$ cat config.mk
export PLATFORM = sky130hd
export DESIGN_NAME = free_list
export DESIGN_NICKNAME = d
export VERILOG_FILES = /design/src/rename_isa_pkg.sv /design/src/rename_core_pkg.sv /design/src/free_list.sv
export SDC_FILE = /design/constraint.sdc
export NUM_CORES = 1
export LEC_CHECK = 0
export BUFFER_PORTS_ARGS = -buffer_cell sky130_fd_sc_hd__clkbuf_2
export CORE_MARGIN = 4
export CORE_UTILIZATION = 67
export CTS_CLUSTER_DIAMETER = 100
export DETAILED_ROUTE_END_ITERATION = 8
export GPL_TIMING_DRIVEN = 0
export PLACE_DENSITY = 0.95
export SYNTH_ARGS = -nofsm -noshare
export SYNTH_HDL_FRONTEND = slang
export SYNTH_SLANG_ARGS = --single-unit
$ cat constraint.sdc
create_clock -name clk_i -period 4.35 [get_ports clk_i]
set_input_delay 0.2175 -clock clk_i [delete_from_list [all_inputs] [get_ports clk_i]]
set_output_delay 0.2175 -clock clk_i [all_outputs]
set_load 0.03 [all_outputs]
$ cat src/rename_isa_pkg.sv
// RV32I base encodings only; compressed instructions are not recognised
package rename_isa_pkg;

    localparam int NUM_ISA_REGISTERS = 32;

    typedef logic [$clog2(NUM_ISA_REGISTERS)-1:0] reg_t;   // Architectural register index
    typedef logic [31:0] instr_t;
    typedef logic [6:0]  opcode_t;

    // Field layout shared by all formats that carry rs1, rs2 and rd
    typedef struct packed {
        logic [6:0] funct7;
        reg_t       rs2;
        reg_t       rs1;
        logic [2:0] funct3;
        reg_t       rd;
        opcode_t    opcode;
    } instr_fields_t;

    localparam opcode_t OPCODE_LUI    = 7'b0110111;
    localparam opcode_t OPCODE_AUIPC  = 7'b0010111;
    localparam opcode_t OPCODE_JAL    = 7'b1101111;
    localparam opcode_t OPCODE_JALR   = 7'b1100111;
    localparam opcode_t OPCODE_BRANCH = 7'b1100011;
    localparam opcode_t OPCODE_LOAD   = 7'b0000011;
    localparam opcode_t OPCODE_STORE  = 7'b0100011;
    localparam opcode_t OPCODE_OP_IMM = 7'b0010011;
    localparam opcode_t OPCODE_OP     = 7'b0110011;

endpackage
$ cat src/rename_core_pkg.sv
// Sized for 64 physical registers and 4 map versions; x0 stays mapped to p0 for good
package rename_core_pkg;
    import rename_isa_pkg::*;

    localparam int NUM_PHYS_REGS   = 64;
    localparam int NUM_CHECKPOINTS = 4;
    localparam int FREE_LIST_DEPTH = NUM_PHYS_REGS - NUM_ISA_REGISTERS;
    localparam int FL_IDX_W        = $clog2(FREE_LIST_DEPTH);

    typedef logic [$clog2(NUM_PHYS_REGS)-1:0]   phreg_t;
    typedef logic [$clog2(NUM_CHECKPOINTS)-1:0] checkpoint_ptr;
    typedef logic [FL_IDX_W:0]                  fl_ptr_t;   // Top bit is the wrap flag

    typedef struct packed {
        reg_t rs1;
        reg_t rs2;
        reg_t rd;
        logic use_rs1;
        logic use_rs2;
        logic write_rd;
        logic is_branch;     // Needs a checkpoint
    } decoded_instr_t;

    typedef struct packed {
        phreg_t        prs1;
        phreg_t        prs2;
        phreg_t        pdst;
        phreg_t        old_pdst;
        logic          rdy1;
        logic          rdy2;
        checkpoint_ptr checkpoint;
    } renamed_uop_t;

    typedef struct packed {
        logic   valid;
        reg_t   vreg;
        phreg_t preg;
    } wb_t;

    typedef struct packed {
        logic   valid;
        reg_t   vreg;
        phreg_t new_preg;
        phreg_t old_preg;    // Goes back to the free list
    } commit_t;

    typedef struct packed {
        logic          recover;
        checkpoint_ptr recover_ckpt;
        logic          delete_ckpt;  // Oldest branch resolved correctly
        logic          exception;
    } branch_ctl_t;

endpackage

$ cat src/free_list.sv
// Pop on an empty list is not guarded here; commits must return registers in program order
`timescale 1ns/1ns

module free_list
    import rename_isa_pkg::*, rename_core_pkg::*;
(
    input  logic        clk_i,
    input  logic        rstn_i,
    input  logic        pop_i,          // Rename takes free_preg_o
    input  commit_t     push_i,         // Commit returns old_preg
    input  logic        checkpoint_i,   // Branch renamed this cycle
    input  branch_ctl_t branch_i,
    output phreg_t      free_preg_o,
    output logic        empty_o
);

    phreg_t        regs_q [FREE_LIST_DEPTH];
    fl_ptr_t       head_q;
    fl_ptr_t       tail_q;
    fl_ptr_t       commit_head_q;            // Head as seen by committed state
    fl_ptr_t       snap_q [NUM_CHECKPOINTS]; // Head just after each branch
    fl_ptr_t       head_pop;
    fl_ptr_t       commit_head_d;
    checkpoint_ptr label_q;                  // Tracks the map version in the table

    assign head_pop      = head_q + fl_ptr_t'(pop_i);
    assign commit_head_d = commit_head_q + fl_ptr_t'(push_i.valid);
    assign free_preg_o   = regs_q[head_q[FL_IDX_W-1:0]];
    assign empty_o       = (head_q == tail_q);

    // Storage and tail start full with p32..p63
    always_ff @(posedge clk_i or negedge rstn_i) begin
        if (!rstn_i) begin
            for (int i = 0; i < FREE_LIST_DEPTH; i++) begin
                regs_q[i] <= phreg_t'(NUM_ISA_REGISTERS + i);
            end
            tail_q <= fl_ptr_t'(FREE_LIST_DEPTH);   // Wrap bit set, list full
        end else if (push_i.valid) begin
            regs_q[tail_q[FL_IDX_W-1:0]] <= push_i.old_preg;
            tail_q <= tail_q + 1'b1;
        end
    end

    always_ff @(posedge clk_i or negedge rstn_i) begin
        if (!rstn_i) begin
            head_q        <= '0;
            commit_head_q <= '0;
            label_q       <= '0;
        end else begin
            commit_head_q <= commit_head_d;
            if (branch_i.exception) begin
                // Everything past the last commit is squashed
                head_q  <= commit_head_d;
                label_q <= '0;
            end else if (branch_i.recover) begin
                head_q  <= snap_q[branch_i.recover_ckpt];
                label_q <= branch_i.recover_ckpt;
            end else begin
                head_q <= head_pop;
                if (checkpoint_i) begin
                    label_q <= label_q + 1'b1;
                end
            end
        end
    end

    // Snapshot includes the branch's own pop (jalr writes rd)
    always_ff @(posedge clk_i) begin
        if (checkpoint_i && !branch_i.recover && !branch_i.exception) begin
            snap_q[label_q] <= head_pop;
        end
    end

endmodule

## Word-level counts from Yosys, hierarchy flattened

Memory sizes are Yosys's and may differ from the RTL's.
Index checks and enable logic that the tools add are counted.

- Bits in registers: 212
- Bits in writable memories: 24
- Bits of input ports: 27
- Output and inout bits: 7
- Memories: 1

Memories:

| name | words | bits a word | read ports | clocked after Yosys merged registers in | write ports | RTL line | source |
|---|---|---|---|---|---|---|---|
| snap_q | 4 | 6 | 1 | 0 | 1 | free_list.sv:21 | `fl_ptr_t snap_q [NUM_CHECKPOINTS];` |

- Add/sub/neg operators: 4
- Order comparisons: 3
- Equality and inequality tests: 1
- Mux-type cells: 13
- Bitwise gates (word level): 2
- Reduce and logical (&&, ||, !) cells: 6

Operators by type and width:

| cell | number |
|---|---|
| $bwmux W192 | 1 |
| $bmux W6 S5 | 1 |
| $demux W6 S5 | 1 |
| $mux W6 | 5 |
| $add A6 B1 Y6 | 2 |
| $ge A6 B6 Y1 const B | 2 |
| $not A5 Y6 | 2 |
| $add A6 B1 Y6 const B | 1 |
| $eq A6 B6 Y1 | 1 |
| $lt A6 B1 Y1 const B | 1 |
| $mux W2 | 3 |
| $logic_and A1 B1 Y1 | 3 |
| $reduce_bool A3 Y1 | 1 |
| $add A2 B1 Y2 const B | 1 |
| $logic_not A1 Y1 | 2 |
| $mux W1 | 2 |

## Longest topological paths before layout

- Word-level depth: 6
- Mapped depth: 7
- Gate-level depth less buffers: 6

## Worst setup path before layout

Ideal clock, no wire load.

- Kind: register to output
- Start point: reg head_q[0]
- End point: out free_preg_o[0]
- Arrival time: 1.834 ns
- Required time: 4.133 ns
- Slack: 2.298 ns
- Cell stages (with the launch flop): 8
- Cells stage by stage: dfrtp_1 buf_6 buf_8 buf_6 mux2i_1 a221oi_1 o21ai_0 a22oi_1

- Cells in the longest elaborated chain, start to end: 4

RTL lines:

| what | RTL line | source |
|---|---|---|
| from (decl) | free_list.sv:18 | `fl_ptr_t head_q;` |
| from (signal assigned) | free_list.sv:53 | `head_q <= commit_head_d;` |
| from (signal assigned) | free_list.sv:56 | `head_q <= snap_q[branch_i.recover_ckpt];` |
| from (signal assigned) | free_list.sv:59 | `head_q <= head_pop;` |
| $not A5 Y6 (not written as such) | free_list.sv:28 | `assign free_preg_o = regs_q[head_q[FL_IDX_W-1:0]];` |
| $bmux W6 S5 | free_list.sv:28 |  |
| $mux W6 (not written as such) (2 in series) | free_list.sv:28 |  |
| to (decl) | free_list.sv:13 | `output phreg_t free_preg_o,` |

Every way passes these cells. The select of a mux whose other input is x is not followed.

## Final worst setup path

- Start point: reg head_q[1]
- End point: out free_preg_o[0]

Same word-level chain as after synthesis.

==> impl_results.md <==
* Area of the die at 18500 um^2
* Area contributors post-synth: dfstp_2 27%, dfrtp_1 23%, mux2_2 20%
* Slew Viols, Final at 0
* Most frequent cells after synthesis: 193 x mux2_2, 113 x dfstp_2, 99 x dfrtp_1, 51 x mux2i_1, 37 x nor2_1
* P_sw at 0.00287 W
* Maximum clock path buffer count at 3
* WL/cell at 26.4 um
* Initial DRT Pass Iterations at 6
* Fillers at 943
* Placer Congestion at 0.964
* Final setup skew at 19.4 ps
* Max VDD drop at 401 uV
* Max transition margin at 0.508
* H-tree depth at 1
* WS Path Type: register to output port
* Layout cells sized above 1 at 0.508
* Fmax at 0.286 GHz
* FP Rows at 46
* Total track usage at 0.308
* Sequential Power Share at 0.436
* Area grow syn2layout at 10.8%
* Cell area after synthesis at 11000 um^2
* Buffers on Ports at 18
* Post-synth top area cell: dfstp_2
* Reg2Reg Depth at 6
* Clock Power Share at 0.231
* # DRC at 0
* Avg Inst Size Synth at 14.6 um^2
* Syn nets at 791
* Diode count at 0
* Worst min path class: primary input to register
* Tcrit/Tclk final at 0.805
* Hold path start: push_i[17]
* Vias after detailed routing at 7044
* Unrepaired setup endpoints after global routing: false
* Top FF cell, synth: dfstp_2
* Initial antenna violation count at 0
* Cell Int Power at 0.00579 W
* Vias per inst at 6.81
* Synth Instances at 752
* #FFs+latches synth at 236
* I/O Pins at 34
* Iter 0 DRT Violations at 826
* Post-synth cell types at 39
* CP required at 4130 ps
* Power, Total at 0.00866 W
* # nets final at 839
* Fraction of registers with async set/reset at 0.898
* CTS root buffer: clkbuf_16
* First-pass GRT wire length at 43100 um
* RR Endpoint: head_q[3]
* Reg area at 6170 um^2
* Clock Latency Late Sink at 520 ps
* Number of global-route vias before repair at 7603
* Switching share of power at 0.331
* Post-Route WL at 27400 um
* WP data arrival at 3280 ps
* Final Hold Fails at 0
* Worst-path clk slew at 60 ps
* Ys Warns at 0
* Placed Area at 11400 um^2
* Fin Setup TNS at 0 ps
* Most instantiated library cell after synthesis: mux2_2
* Final setup fails at 0
* Max FO, Critical Path at 10
* Hold Crit Endpoint: commit_head_q[0]
* Largest net degree at the start of global routing at 121
* CTS tree: built
* Max-Cap Viols at 0
* Startpoint types: register
* Worst Max-Slew Pin Slew at 738 ps
* Core area at 16000 um^2
* Die W at 136 um
* Combinational fraction of design power at 0.333
* R2R Path Start: head_q[1]
* Post-synth top area share at 0.270
* Final antenna-violating net count at 0
* Final instance area at 12200 um^2
* TritonCTS buffer count at 25
* Leak pwr at 5.02 nW
* Hold buffer count at CTS at 2
* Outcome: finished, final reports clean
* EDFF count, synth at 24
* Crit. End Element: output port
* Dpl hpwl at 18300 um
* Die Y at 136 um
* Seq/Total Area, Yosys at 0.560
* Cts repair resizes at 0
* Hold Crit Depth at 2
* Total grt overflow at 0
* Area of the multi-input gates at 4550 um^2
* Initial Util at 0.688
* Reg-to-reg setup timing slack at 1970 ps
* Crit path time final at 3500 ps
* Clock sinks at 236
* Power Density at 709 nW/um^2
* Total setup buffers inserted after CTS at 0
[placed cells by master, fill, tap and decap left out, types with 5 or more instances in the layout]
| cell type | netlist | routed |
|---|---|---|
| nand2_1 | 19 | 19 |
| mux4_2 | 30 | 30 |
| mux2i_1 | 51 | 51 |
| dfrtp_1 | 99 | 99 |
| a211oi_1 | 6 | 6 |
| xnor2_1 | 11 | 11 |
| nor2_1 | 37 | 37 |
| o221ai_1 | 6 | 6 |
| buf_4 | 5 | 5 |
| dfstp_2 | 113 | 113 |
| clkbuf_2 | 0 | 17 |
| a21oi_1 | 8 | 8 |
| clkbuf_16 | 0 | 25 |
| nand3_1 | 8 | 8 |
| xor2_1 | 7 | 7 |
| buf_2 | 8 | 8 |
| clkbuf_1 | 28 | 35 |
| edfxtp_1 | 24 | 24 |
| ha_1 | 12 | 12 |
| and2_1 | 5 | 5 |
| inv_1 | 7 | 7 |
| o22ai_1 | 6 | 6 |
| o21ai_0 | 18 | 18 |
| a221oi_1 | 12 | 12 |
| mux2_2 | 193 | 193 |
| a22oi_1 | 6 | 6 |
[kinds of logic after synthesis]
group | Yosys count | synth area share
AO/OA/AOI/OAI | 66 | 0.0400
XOR/XNOR | 18 | 0.0143
adder cells (fa/ha/maj) | 12 | 0.0136
buffers and inverters | 55 | 0.0261
flip-flops | 236 | 0.560
multiplexers | 274 | 0.305
AND/OR/NAND/NOR | 91 | 0.0406
[through the flow]
stage	util	instances	hold slack (ps)	setup slack, ps
final	0.763	1035	12.3	850
after global routing	0.763	1035	30.3	908
after CTS	0.763	1035	12.0	1030
after detailed placement	0.713	987	333	1600
after global placement	0.711	986	461	-498
after floorplan	-	752	-78.1	2300
[how the worst max path moves through the flow]
stage                     depth (start not counted)             end  slack (ps)       from
after detailed placement                          6  free_preg_o[0]        1600  head_q[1]
after CTS                                         6  free_preg_o[0]        1030  head_q[1]
final                                             6  free_preg_o[0]         850  head_q[1]
after global placement                            1      regs_q[54]        -500     rstn_i
after floorplan                                   7  free_preg_o[0]        2300  head_q[0]
after global routing                              6  free_preg_o[0]         910  head_q[1]
[cell type report]
class / instances / share of cell area
multi-input combinational: 461 / 0.373
clock buffer: 34 / 0.0557
tap: 216 / 0.0222
sequential: 236 / 0.505
timing repair buffer: 21 / 0.0120
inverter: 7 / 0.00215
clock inverter: 12 / 0.00779
buffer: 48 / 0.0214
[worst max-delay path, cell delays in order (launching register included)]
cell	delay (ps)
dfrtp_1	350
clkbuf_1	540
clkbuf_1	600
inv_1	290
o21ai_0	510
a22oi_1	230
clkbuf_2	230
[sequential cells by signal, indices dropped and copies added, names as in the netlist]
| name | cells |
|---|---|
| commit_head_q | 6 |
| snap_q | 24 |
| regs_q | 192 |
| head_q | 6 |
| tail_q | 6 |
| label_q | 2 |
[layer usage]
layer | share of wire | track usage | vias up | wire (um)
met5 | 0 | 0 | - | 0
met4 | 0.047 | 0.147 | 0 | 1290
met3 | 0.084 | 0.0607 | 115 | 2310
met2 | 0.49 | 0.503 | 405 | 13500
met1 | 0.37 | 0.400 | 3647 | 10200
li1 | - | - | 2877 | -
[power groups by stage]
stage / sequential [W] / combinational, W / clock [W]
2_1_floorplan: 0.00358 / 0.00208 / 0
3_3_place_gp: 0.00366 / 0.00263 / 0
3_5_place_dp: 0.00376 / 0.00280 / 0
4_1_cts: 0.00375 / 0.00284 / 0.00202
5_1_grt: 0.00384 / 0.00305 / 0.00211
6_report: 0.00377 / 0.00288 / 0.00200
Power figures use the tool's default switching activity.
