===== config.mk =====
export PLATFORM = sky130hd
export DESIGN_NAME = instr_decode
export DESIGN_NICKNAME = d
export VERILOG_FILES = /design/src/rename_isa_pkg.sv /design/src/rename_core_pkg.sv /design/src/instr_decode.sv
export SDC_FILE = /design/constraint.sdc
export NUM_CORES = 1
export LEC_CHECK = 0
export BUFFER_PORTS_ARGS = -buffer_cell sky130_fd_sc_hd__buf_2
export CORE_AREA = 2 2 39 41
export DETAILED_ROUTE_END_ITERATION = 10
export DIE_AREA = 0 0 41 43
export GPL_TIMING_DRIVEN = 0
export PLACE_DENSITY = 0.62
export SYNTH_ARGS = -nofsm -noshare
export SYNTH_HDL_FRONTEND = slang
export SYNTH_SLANG_ARGS = --single-unit

===== constraint.sdc =====
create_clock -name vclk -period 1.1
set_input_delay 0.165 -clock vclk [all_inputs]
set_output_delay 0.165 -clock vclk [all_outputs]
set_load 0.05 [all_outputs]

===== src/rename_isa_pkg.sv =====
// RV32I base encodings only; compressed instructions are not recognised
package rename_isa_pkg;

    localparam int NUM_ISA_REGISTERS = 32;

    typedef logic [$clog2(NUM_ISA_REGISTERS)-1:0] reg_t;   // Architectural register index
    typedef logic [31:0] instr_t;
    typedef logic [6:0]  opcode_t;

    // Field layout shared by all formats that carry rs1, rs2 and rd
    typedef struct packed {
        logic [6:0] funct7;
        reg_t       rs2;
        reg_t       rs1;
        logic [2:0] funct3;
        reg_t       rd;
        opcode_t    opcode;
    } instr_fields_t;

    localparam opcode_t OPCODE_LUI    = 7'b0110111;
    localparam opcode_t OPCODE_AUIPC  = 7'b0010111;
    localparam opcode_t OPCODE_JAL    = 7'b1101111;
    localparam opcode_t OPCODE_JALR   = 7'b1100111;
    localparam opcode_t OPCODE_BRANCH = 7'b1100011;
    localparam opcode_t OPCODE_LOAD   = 7'b0000011;
    localparam opcode_t OPCODE_STORE  = 7'b0100011;
    localparam opcode_t OPCODE_OP_IMM = 7'b0010011;
    localparam opcode_t OPCODE_OP     = 7'b0110011;

endpackage

===== src/rename_core_pkg.sv =====
// Sized for 64 physical registers and 4 map versions; x0 stays mapped to p0 for good
package rename_core_pkg;
    import rename_isa_pkg::*;

    localparam int NUM_PHYS_REGS   = 64;
    localparam int NUM_CHECKPOINTS = 4;
    localparam int FREE_LIST_DEPTH = NUM_PHYS_REGS - NUM_ISA_REGISTERS;
    localparam int FL_IDX_W        = $clog2(FREE_LIST_DEPTH);

    typedef logic [$clog2(NUM_PHYS_REGS)-1:0]   phreg_t;
    typedef logic [$clog2(NUM_CHECKPOINTS)-1:0] checkpoint_ptr;
    typedef logic [FL_IDX_W:0]                  fl_ptr_t;   // Top bit is the wrap flag

    typedef struct packed {
        reg_t rs1;
        reg_t rs2;
        reg_t rd;
        logic use_rs1;
        logic use_rs2;
        logic write_rd;
        logic is_branch;     // Needs a checkpoint
    } decoded_instr_t;

    typedef struct packed {
        phreg_t        prs1;
        phreg_t        prs2;
        phreg_t        pdst;
        phreg_t        old_pdst;
        logic          rdy1;
        logic          rdy2;
        checkpoint_ptr checkpoint;
    } renamed_uop_t;

    typedef struct packed {
        logic   valid;
        reg_t   vreg;
        phreg_t preg;
    } wb_t;

    typedef struct packed {
        logic   valid;
        reg_t   vreg;
        phreg_t new_preg;
        phreg_t old_preg;    // Goes back to the free list
    } commit_t;

    typedef struct packed {
        logic          recover;
        checkpoint_ptr recover_ckpt;
        logic          delete_ckpt;  // Oldest branch resolved correctly
        logic          exception;
    } branch_ctl_t;

endpackage


===== src/instr_decode.sv =====
// Unknown opcodes decode as using no registers; JAL takes no checkpoint
`timescale 1ns/1ns

module instr_decode
    import rename_isa_pkg::*, rename_core_pkg::*;
(
    input  instr_t         instr_i,
    output decoded_instr_t dec_o
);

    instr_fields_t f;
    logic          use_rs1;
    logic          use_rs2;
    logic          write_rd;
    logic          is_branch;

    assign f = instr_fields_t'(instr_i);

    // Register use by opcode class
    always_comb begin
        use_rs1   = 1'b0;
        use_rs2   = 1'b0;
        write_rd  = 1'b0;
        is_branch = 1'b0;
        case (f.opcode)
            OPCODE_LUI, OPCODE_AUIPC, OPCODE_JAL: begin
                write_rd = 1'b1;
            end
            OPCODE_JALR: begin
                use_rs1   = 1'b1;
                write_rd  = 1'b1;
                is_branch = 1'b1;     // Indirect target may be mispredicted
            end
            OPCODE_BRANCH: begin
                use_rs1   = 1'b1;
                use_rs2   = 1'b1;
                is_branch = 1'b1;
            end
            OPCODE_LOAD, OPCODE_OP_IMM: begin
                use_rs1  = 1'b1;
                write_rd = 1'b1;
            end
            OPCODE_STORE: begin
                use_rs1 = 1'b1;
                use_rs2 = 1'b1;
            end
            OPCODE_OP: begin
                use_rs1  = 1'b1;
                use_rs2  = 1'b1;
                write_rd = 1'b1;
            end
            default: ;
        endcase
    end

    // x0 is never renamed
    assign dec_o = '{rs1: f.rs1, rs2: f.rs2, rd: f.rd, use_rs1: use_rs1, use_rs2: use_rs2,
                     write_rd: write_rd && (f.rd != '0), is_branch: is_branch};

endmodule


-- Yosys cells after proc, flatten, opt, wreduce, memory -nomap -nowiden
Cells that the tools add are included.
- register bits: 0
- input bits: 32
- equality and inequality tests: 9
- multiplexer cells: 4
- reductions and logical operators: 6
- operators by type and width (kind ; number):
    == test 7 x 6 -> 1 bit, second input constant ; 3
    == test 7 bit, second input constant ; 3
    == test 7 x 5 -> 1 bit, second input constant ; 2
    == test 7 x 2 -> 1 bit, second input constant ; 1
    OR reduction 7 bit ; 1
    OR reduction 6 bit ; 1
    nonzero test 5 bit ; 1
    two-way mux 1 bit ; 4
    OR reduction 3 bit ; 1
    OR reduction 2 bit ; 1
    logical AND 1 bit ; 1

-- Depth between registers and ports, before layout
Gate-level depths: netlist (run 1).
- depth in word-level cells: 4
- gate-level depth with buffers: 3
- mapped depth without buffers: 3

-- Worst setup path after synthesis (run 1)
No wires, ideal clock.
- kind: input to output
- from: input instr_i[4]
- to: output dec_o[1] (netlist bit)
- arrival time: 1110 ps
- required time: 935 ps
- setup slack: -175 ps
- stages: 2
- path through: nand4b_1 a21oi_1
- RTL lines (item ; RTL line ; text):
    start, declared ; instr_decode.sv:7 ; input instr_t instr_i,
    end, declared ; instr_decode.sv:8 ; output decoded_instr_t dec_o

==> run_results.csv, run 1 <==
group,metric,value,unit
global_route,grt_pass1_wl,917,µm
power_and_ir_drop,vdd_drop_max,0.173,mV
yosys,yosysWarnings,0,
cells_and_area,seq_area,0,µm²
hold_path,hold_end,"dec_o[11]",
sta,slew_violations,0,
cells_and_area,drive_above_1_share,87.1,%
global_route,gr-total-overflow,0,
cells_and_area,final_nets,96,
global_route,first_global_vias,248,
floorplanning,die_y,43,µm
place,gp_congestion,0.612,
detailed_routing,drtAntennaViolNets,0,
sta,slew_headroom,81.8,%
sta,finalHoldViolations,0,
cells_and_area,diodes,0,
place,io_buffers,31,
cells_and_area,utilization,33.0,%
place,dpl.hpwl,550,µm
setup_path,critPathRequiredTime,0.94,ns
flow_run,cap_violations,0,
yosys,seq_area_frac_synth,0,%
detailed_routing,routedWlPerCell,8.03,µm
cells_and_area,area_delta_synth_final,104,%
cells_and_area,clkbuf_count,0,
clock_tree,hold_buffers,0,
sta,fin_crit,1.32,ns
setup_path,cp-start-kind,"input port",
yosys,syn_inst,32,
power_and_ir_drop,power_leakage,0.248,nW
floorplanning,core,1380,µm²
floorplanning,fp.dieW,41,µm
sta,setup_viol,2,
yosys,syn_nets,64,
sta,rsz0062_at_grt,"yes",
power_and_ir_drop,power_density,535,nW/µm²
detailed_routing,drt-pass1-iter-count,2,
cells_and_area,multiInputGateArea,103,µm²
detailed_routing,drc,0,
detailed_routing,viasPerCell,3.79,
detailed_routing,drt-initial-drc-count,1,
sta,fmax,760,MHz
setup_path,arrival,1.15,ns
yosys,synth_area_per_cell,7.00,µm²
floorplanning,rows,14,
detailed_routing,num_vias,296,
cells_and_area,seq_cells,0,
cells_and_area,n_fill_cell,163,
sta,fin_hold_ws,0.631,ns
detailed_routing,routed_wl,626,µm
yosys,syn-cell-area,224,µm²
floorplanning,ios,51,
setup_path,cp-end-kind,"output port",
sta,worst_slack,-0.216,ns
sta,worstMarginPinSlew,0.272,ns
outcome,status,"finished, violations left",
floorplanning,die_area,1760,µm²
setup_path,critPathMaxFanout,2,
hold_path,hold_path.class,"in2out",
global_route,grt_max_degree,6,
outcome,violations,"negative setup slack",
hold_path,holdCritStartpoint,"instr_i[22]",
yosys,ys_types,11,
global_route,track_usage,6.89,%
sta,min_period_over_period,120,%
global_route,antenna_found_initial,0,
hold_path,min_path_cells,2,
setup_path,worstSetupPathType,"in2out",
floorplanning,start_util,16.2,%
==> cell families (layout without fill, tap and decap cells) <==
kind of cell    Yosys count  count (layout)  synth area share, %
compound gates            5               5                 16.2
buf+inv                  19              49                 62.0
simple gates              8               8                 21.8
==> Yosys cell counts <==
cell	count	area share (%)
a21oi_1	2	4.5
or4_1	1	3.4
a2111oi_0	1	3.9
o21ai_0	1	2.2
or2_2	1	2.8
buf_4	18	60
inv_1	1	1.7
nand3b_1	2	6.7
nand4b_1	1	3.9
o211ai_2	1	5.6
nor2_1	3	5.0
==> worst max path at each step <==
stage | from | end | slack, ns
finish | instr_i[7] | dec_o[1] | -0.22
global route | instr_i[7] | dec_o[1] | -0.27
CTS | instr_i[11] | dec_o[1] | -0.26
detailed placement | instr_i[3] | dec_o[2] | -0.33
global placement | instr_i[3] | dec_o[2] | -0.34
floorplan | instr_i[7] | dec_o[1] | -0.04
==> metrics by stage <==
step	cell area (µm²)	TNS [ns]	setup WS [ns]	total power, mW	instances
2_1_floorplan	228	-0.0445	-0.0445	0.173	32
3_3_place_gp	403	-0.822	-0.339	0.228	79
3_5_place_dp	403	-0.786	-0.329	0.230	79
4_1_cts	454	-0.390	-0.255	0.244	79
5_1_grt	457	-0.421	-0.267	0.259	78
6_report	457	-0.330	-0.216	0.244	78
==> metal layers <==
layer | wire length (µm) | up-vias | GRT usage [%]
li1 | - | 152 | -
met1 | 237 | 121 | 9.18
met2 | 300 | 23 | 12.5
met3 | 87 | 0 | 0
met4 | 0 | 0 | 0
met5 | 0 | - | 0
==> placed cells by master, fill, tap and decap left out <==
| cell type | n |
|---|---|
| a2111oi_2 | 1 |
| a21oi_2 | 2 |
| buf_2 | 24 |
| buf_4 | 18 |
| buf_6 | 4 |
| buf_8 | 2 |
| inv_1 | 1 |
| nand3b_1 | 2 |
| nand4b_1 | 1 |
| nor2_1 | 3 |
| o211ai_2 | 1 |
| o21ai_0 | 1 |
| or2_2 | 1 |
| or4_4 | 1 |
==> layout make-up <==
cell class	instances	share of cell area [%]
Timing Repair Buffer	31	44.4
Buffer	17	27.9
Multi-Input combinational cell	13	22.5
Tap cell	16	4.38
Inverter	1	0.822
==> worst max-delay path, stage by stage <==
cell and delay [ns]:
buf_6 0.09, or4_4 0.52, o211ai_2 0.17, a21oi_2 0.05
buf_6 0.16
==> where the power goes <==
group	internal (mW)	switching (mW)
combinational	0.0903	0.154
sequential	0	0
clock	0	0
==> what timing repair did <==
item | 4_1_cts | 5_1_grt
gates resized for setup | 14 | 2
setup buffers | 0 | 0
pin swaps | 3 | 3
endpoints found under the setup margin | 4 | 3
No activity file was read; power rests on OpenSTA's default activity.
==> run 2, diff against run 1 <==
Settings changed: CORE_AREA 2 2 39 41 to 4 4 41 43, DIE_AREA 0 0 41 43 to 0 0 45 47.
==> run_results.csv, run 2 (synthesis gave the netlist of run 1 again) <==
group,metric,value,unit
setup_path,critical-path-top-delay-family,"simple AND/OR/NAND/NOR gates",
power_and_ir_drop,power_leakage,0.250,nW
detailed_routing,viasPerCell,3.84,
sta,min_period_over_period,119,%
setup_path,critPathMaxFanout,2,
cells_and_area,final_cell_count_no_fill,77,
place,gp_congestion,0.590,
global_route,antenna_found_initial,0,
setup_path,cp-end-kind,"output port",
sta,rsz0062_at_grt,"yes",
sta,fin_crit,1.31,ns
setup_path,cp_cell_sequence,"buf_6 > or4_4 > o211ai_2 > a21oi_2 > buf_6",
global_route,grt_pass1_wl,945,µm
sta,slew_violations,0,
cells_and_area,seq_cells,0,
detailed_routing,drt-initial-drc-count,0,
cells_and_area,clkbuf_count,0,
cells_and_area,final_cell_mix,"buf_2 (24), buf_4 (17), buf_6 (4), buf_8 (3)",
cells_and_area,final_nets,96,
floorplanning,start_util,17.2,%
sta,setup_viol,2,
detailed_routing,routed_wl,732,µm
floorplanning,core,1300,µm²
floorplanning,rows,13,
place,placed_cells,78,
global_route,gr-total-overflow,0,
cells_and_area,utilization,36.9,%
detailed_routing,drc,0,
place,dpl.hpwl,647,µm
setup_path,critPathSlowestCell,"or4_4",
floorplanning,fp.dieW,45,µm
power_and_ir_drop,vdd_drop_max,0.193,mV
outcome,violations,"negative setup slack",
outcome,status,"finished, violations left",
detailed_routing,num_vias,296,
place,io_buffers,31,
setup_path,cp-start-kind,"input port",
cells_and_area,area_delta_synth_final,115,%
power_and_ir_drop,finalPower,0.253,mW
sta,worstMarginPinSlew,0.261,ns
floorplanning,die_area,2120,µm²
cells_and_area,seq_area,0,µm²
detailed_routing,drtAntennaViolNets,0,
setup_path,critPathRequiredTime,0.94,ns
global_route,first_global_vias,257,
cells_and_area,drive_above_1_share,88.7,%
setup_path,slowest_delay,0.52,ns
sta,finalHoldViolations,0,
power_and_ir_drop,power_density,526,nW/µm²
floorplanning,ios,51,
global_route,track_usage,5.59,%
detailed_routing,drt-pass1-iter-count,1,
sta,fmax,765,MHz
setup_path,crit_path_frequent_cell,"buf_6",
cells_and_area,diodes,0,
sta,slew_headroom,82.5,%
clock_tree,hold_buffers,0,
hold_path,hold_path.class,"in2out",
global_route,grt_max_degree,6,
setup_path,path_buf_inv,2,
cells_and_area,layout_commonest_cell,"buf_2",
floorplanning,die_y,47,µm
setup_path,arrival,1.14,ns
setup_path,worstSetupPathType,"in2out",
sta,worst_slack,-0.208,ns
detailed_routing,routedWlPerCell,9.51,µm
flow_run,cap_violations,0,
==> run 2: layout make-up <==
type	instances	area (µm²)
inverters	1	3.75
multi-input cells	13	120
plain buffers	16	120
well taps	15	18.8
fillers	140	821
repair buffers	32	218
==> run 2: path summary, 6_finish.rpt <==
kind   startpoint         to  slack (ns)  depth (start not counted)
min   instr_i[19]  dec_o[18]        0.63                          2
max    instr_i[7]   dec_o[1]       -0.21                          5
==> run 2: through the flow <==
stage               worst slack [ns]  setup TNS [ns]  hold WS (ns)  area (µm²)
global route                  -0.238          -0.361         0.636         480
CTS                           -0.217          -0.465         0.633         439
detailed placement            -0.318          -0.776         0.633         402
finish                        -0.208          -0.242         0.633         480
global placement              -0.322          -0.779         0.633         402
floorplan                    -0.0445         -0.0445         0.479         228
==> run 2: power by group <==
part	leakage [nW]	switching (mW)	total (mW)	internal (mW)
Clock	0	0	0	0
Combinational	0.250	0.159	0.253	0.0941
Sequential	0	0	0	0
Total	0.250	0.159	0.253	0.0941
==> run 2: what timing repair did <==
action,CTS,global route
buffers inserted,0,1
hold endpoints to repair,0,0
endpoints found under the setup margin,4,4
gates resized for setup,11,11
pin swaps,0,2
==> run 2: per-layer routing <==
metal,vias to the layer above,wire [µm],GRT usage (%)
met4,0,0,0
met2,32,293,8.19
met5,-,0,0
li1,151,-,-
met1,113,290,8.99
met3,0,148,0.766
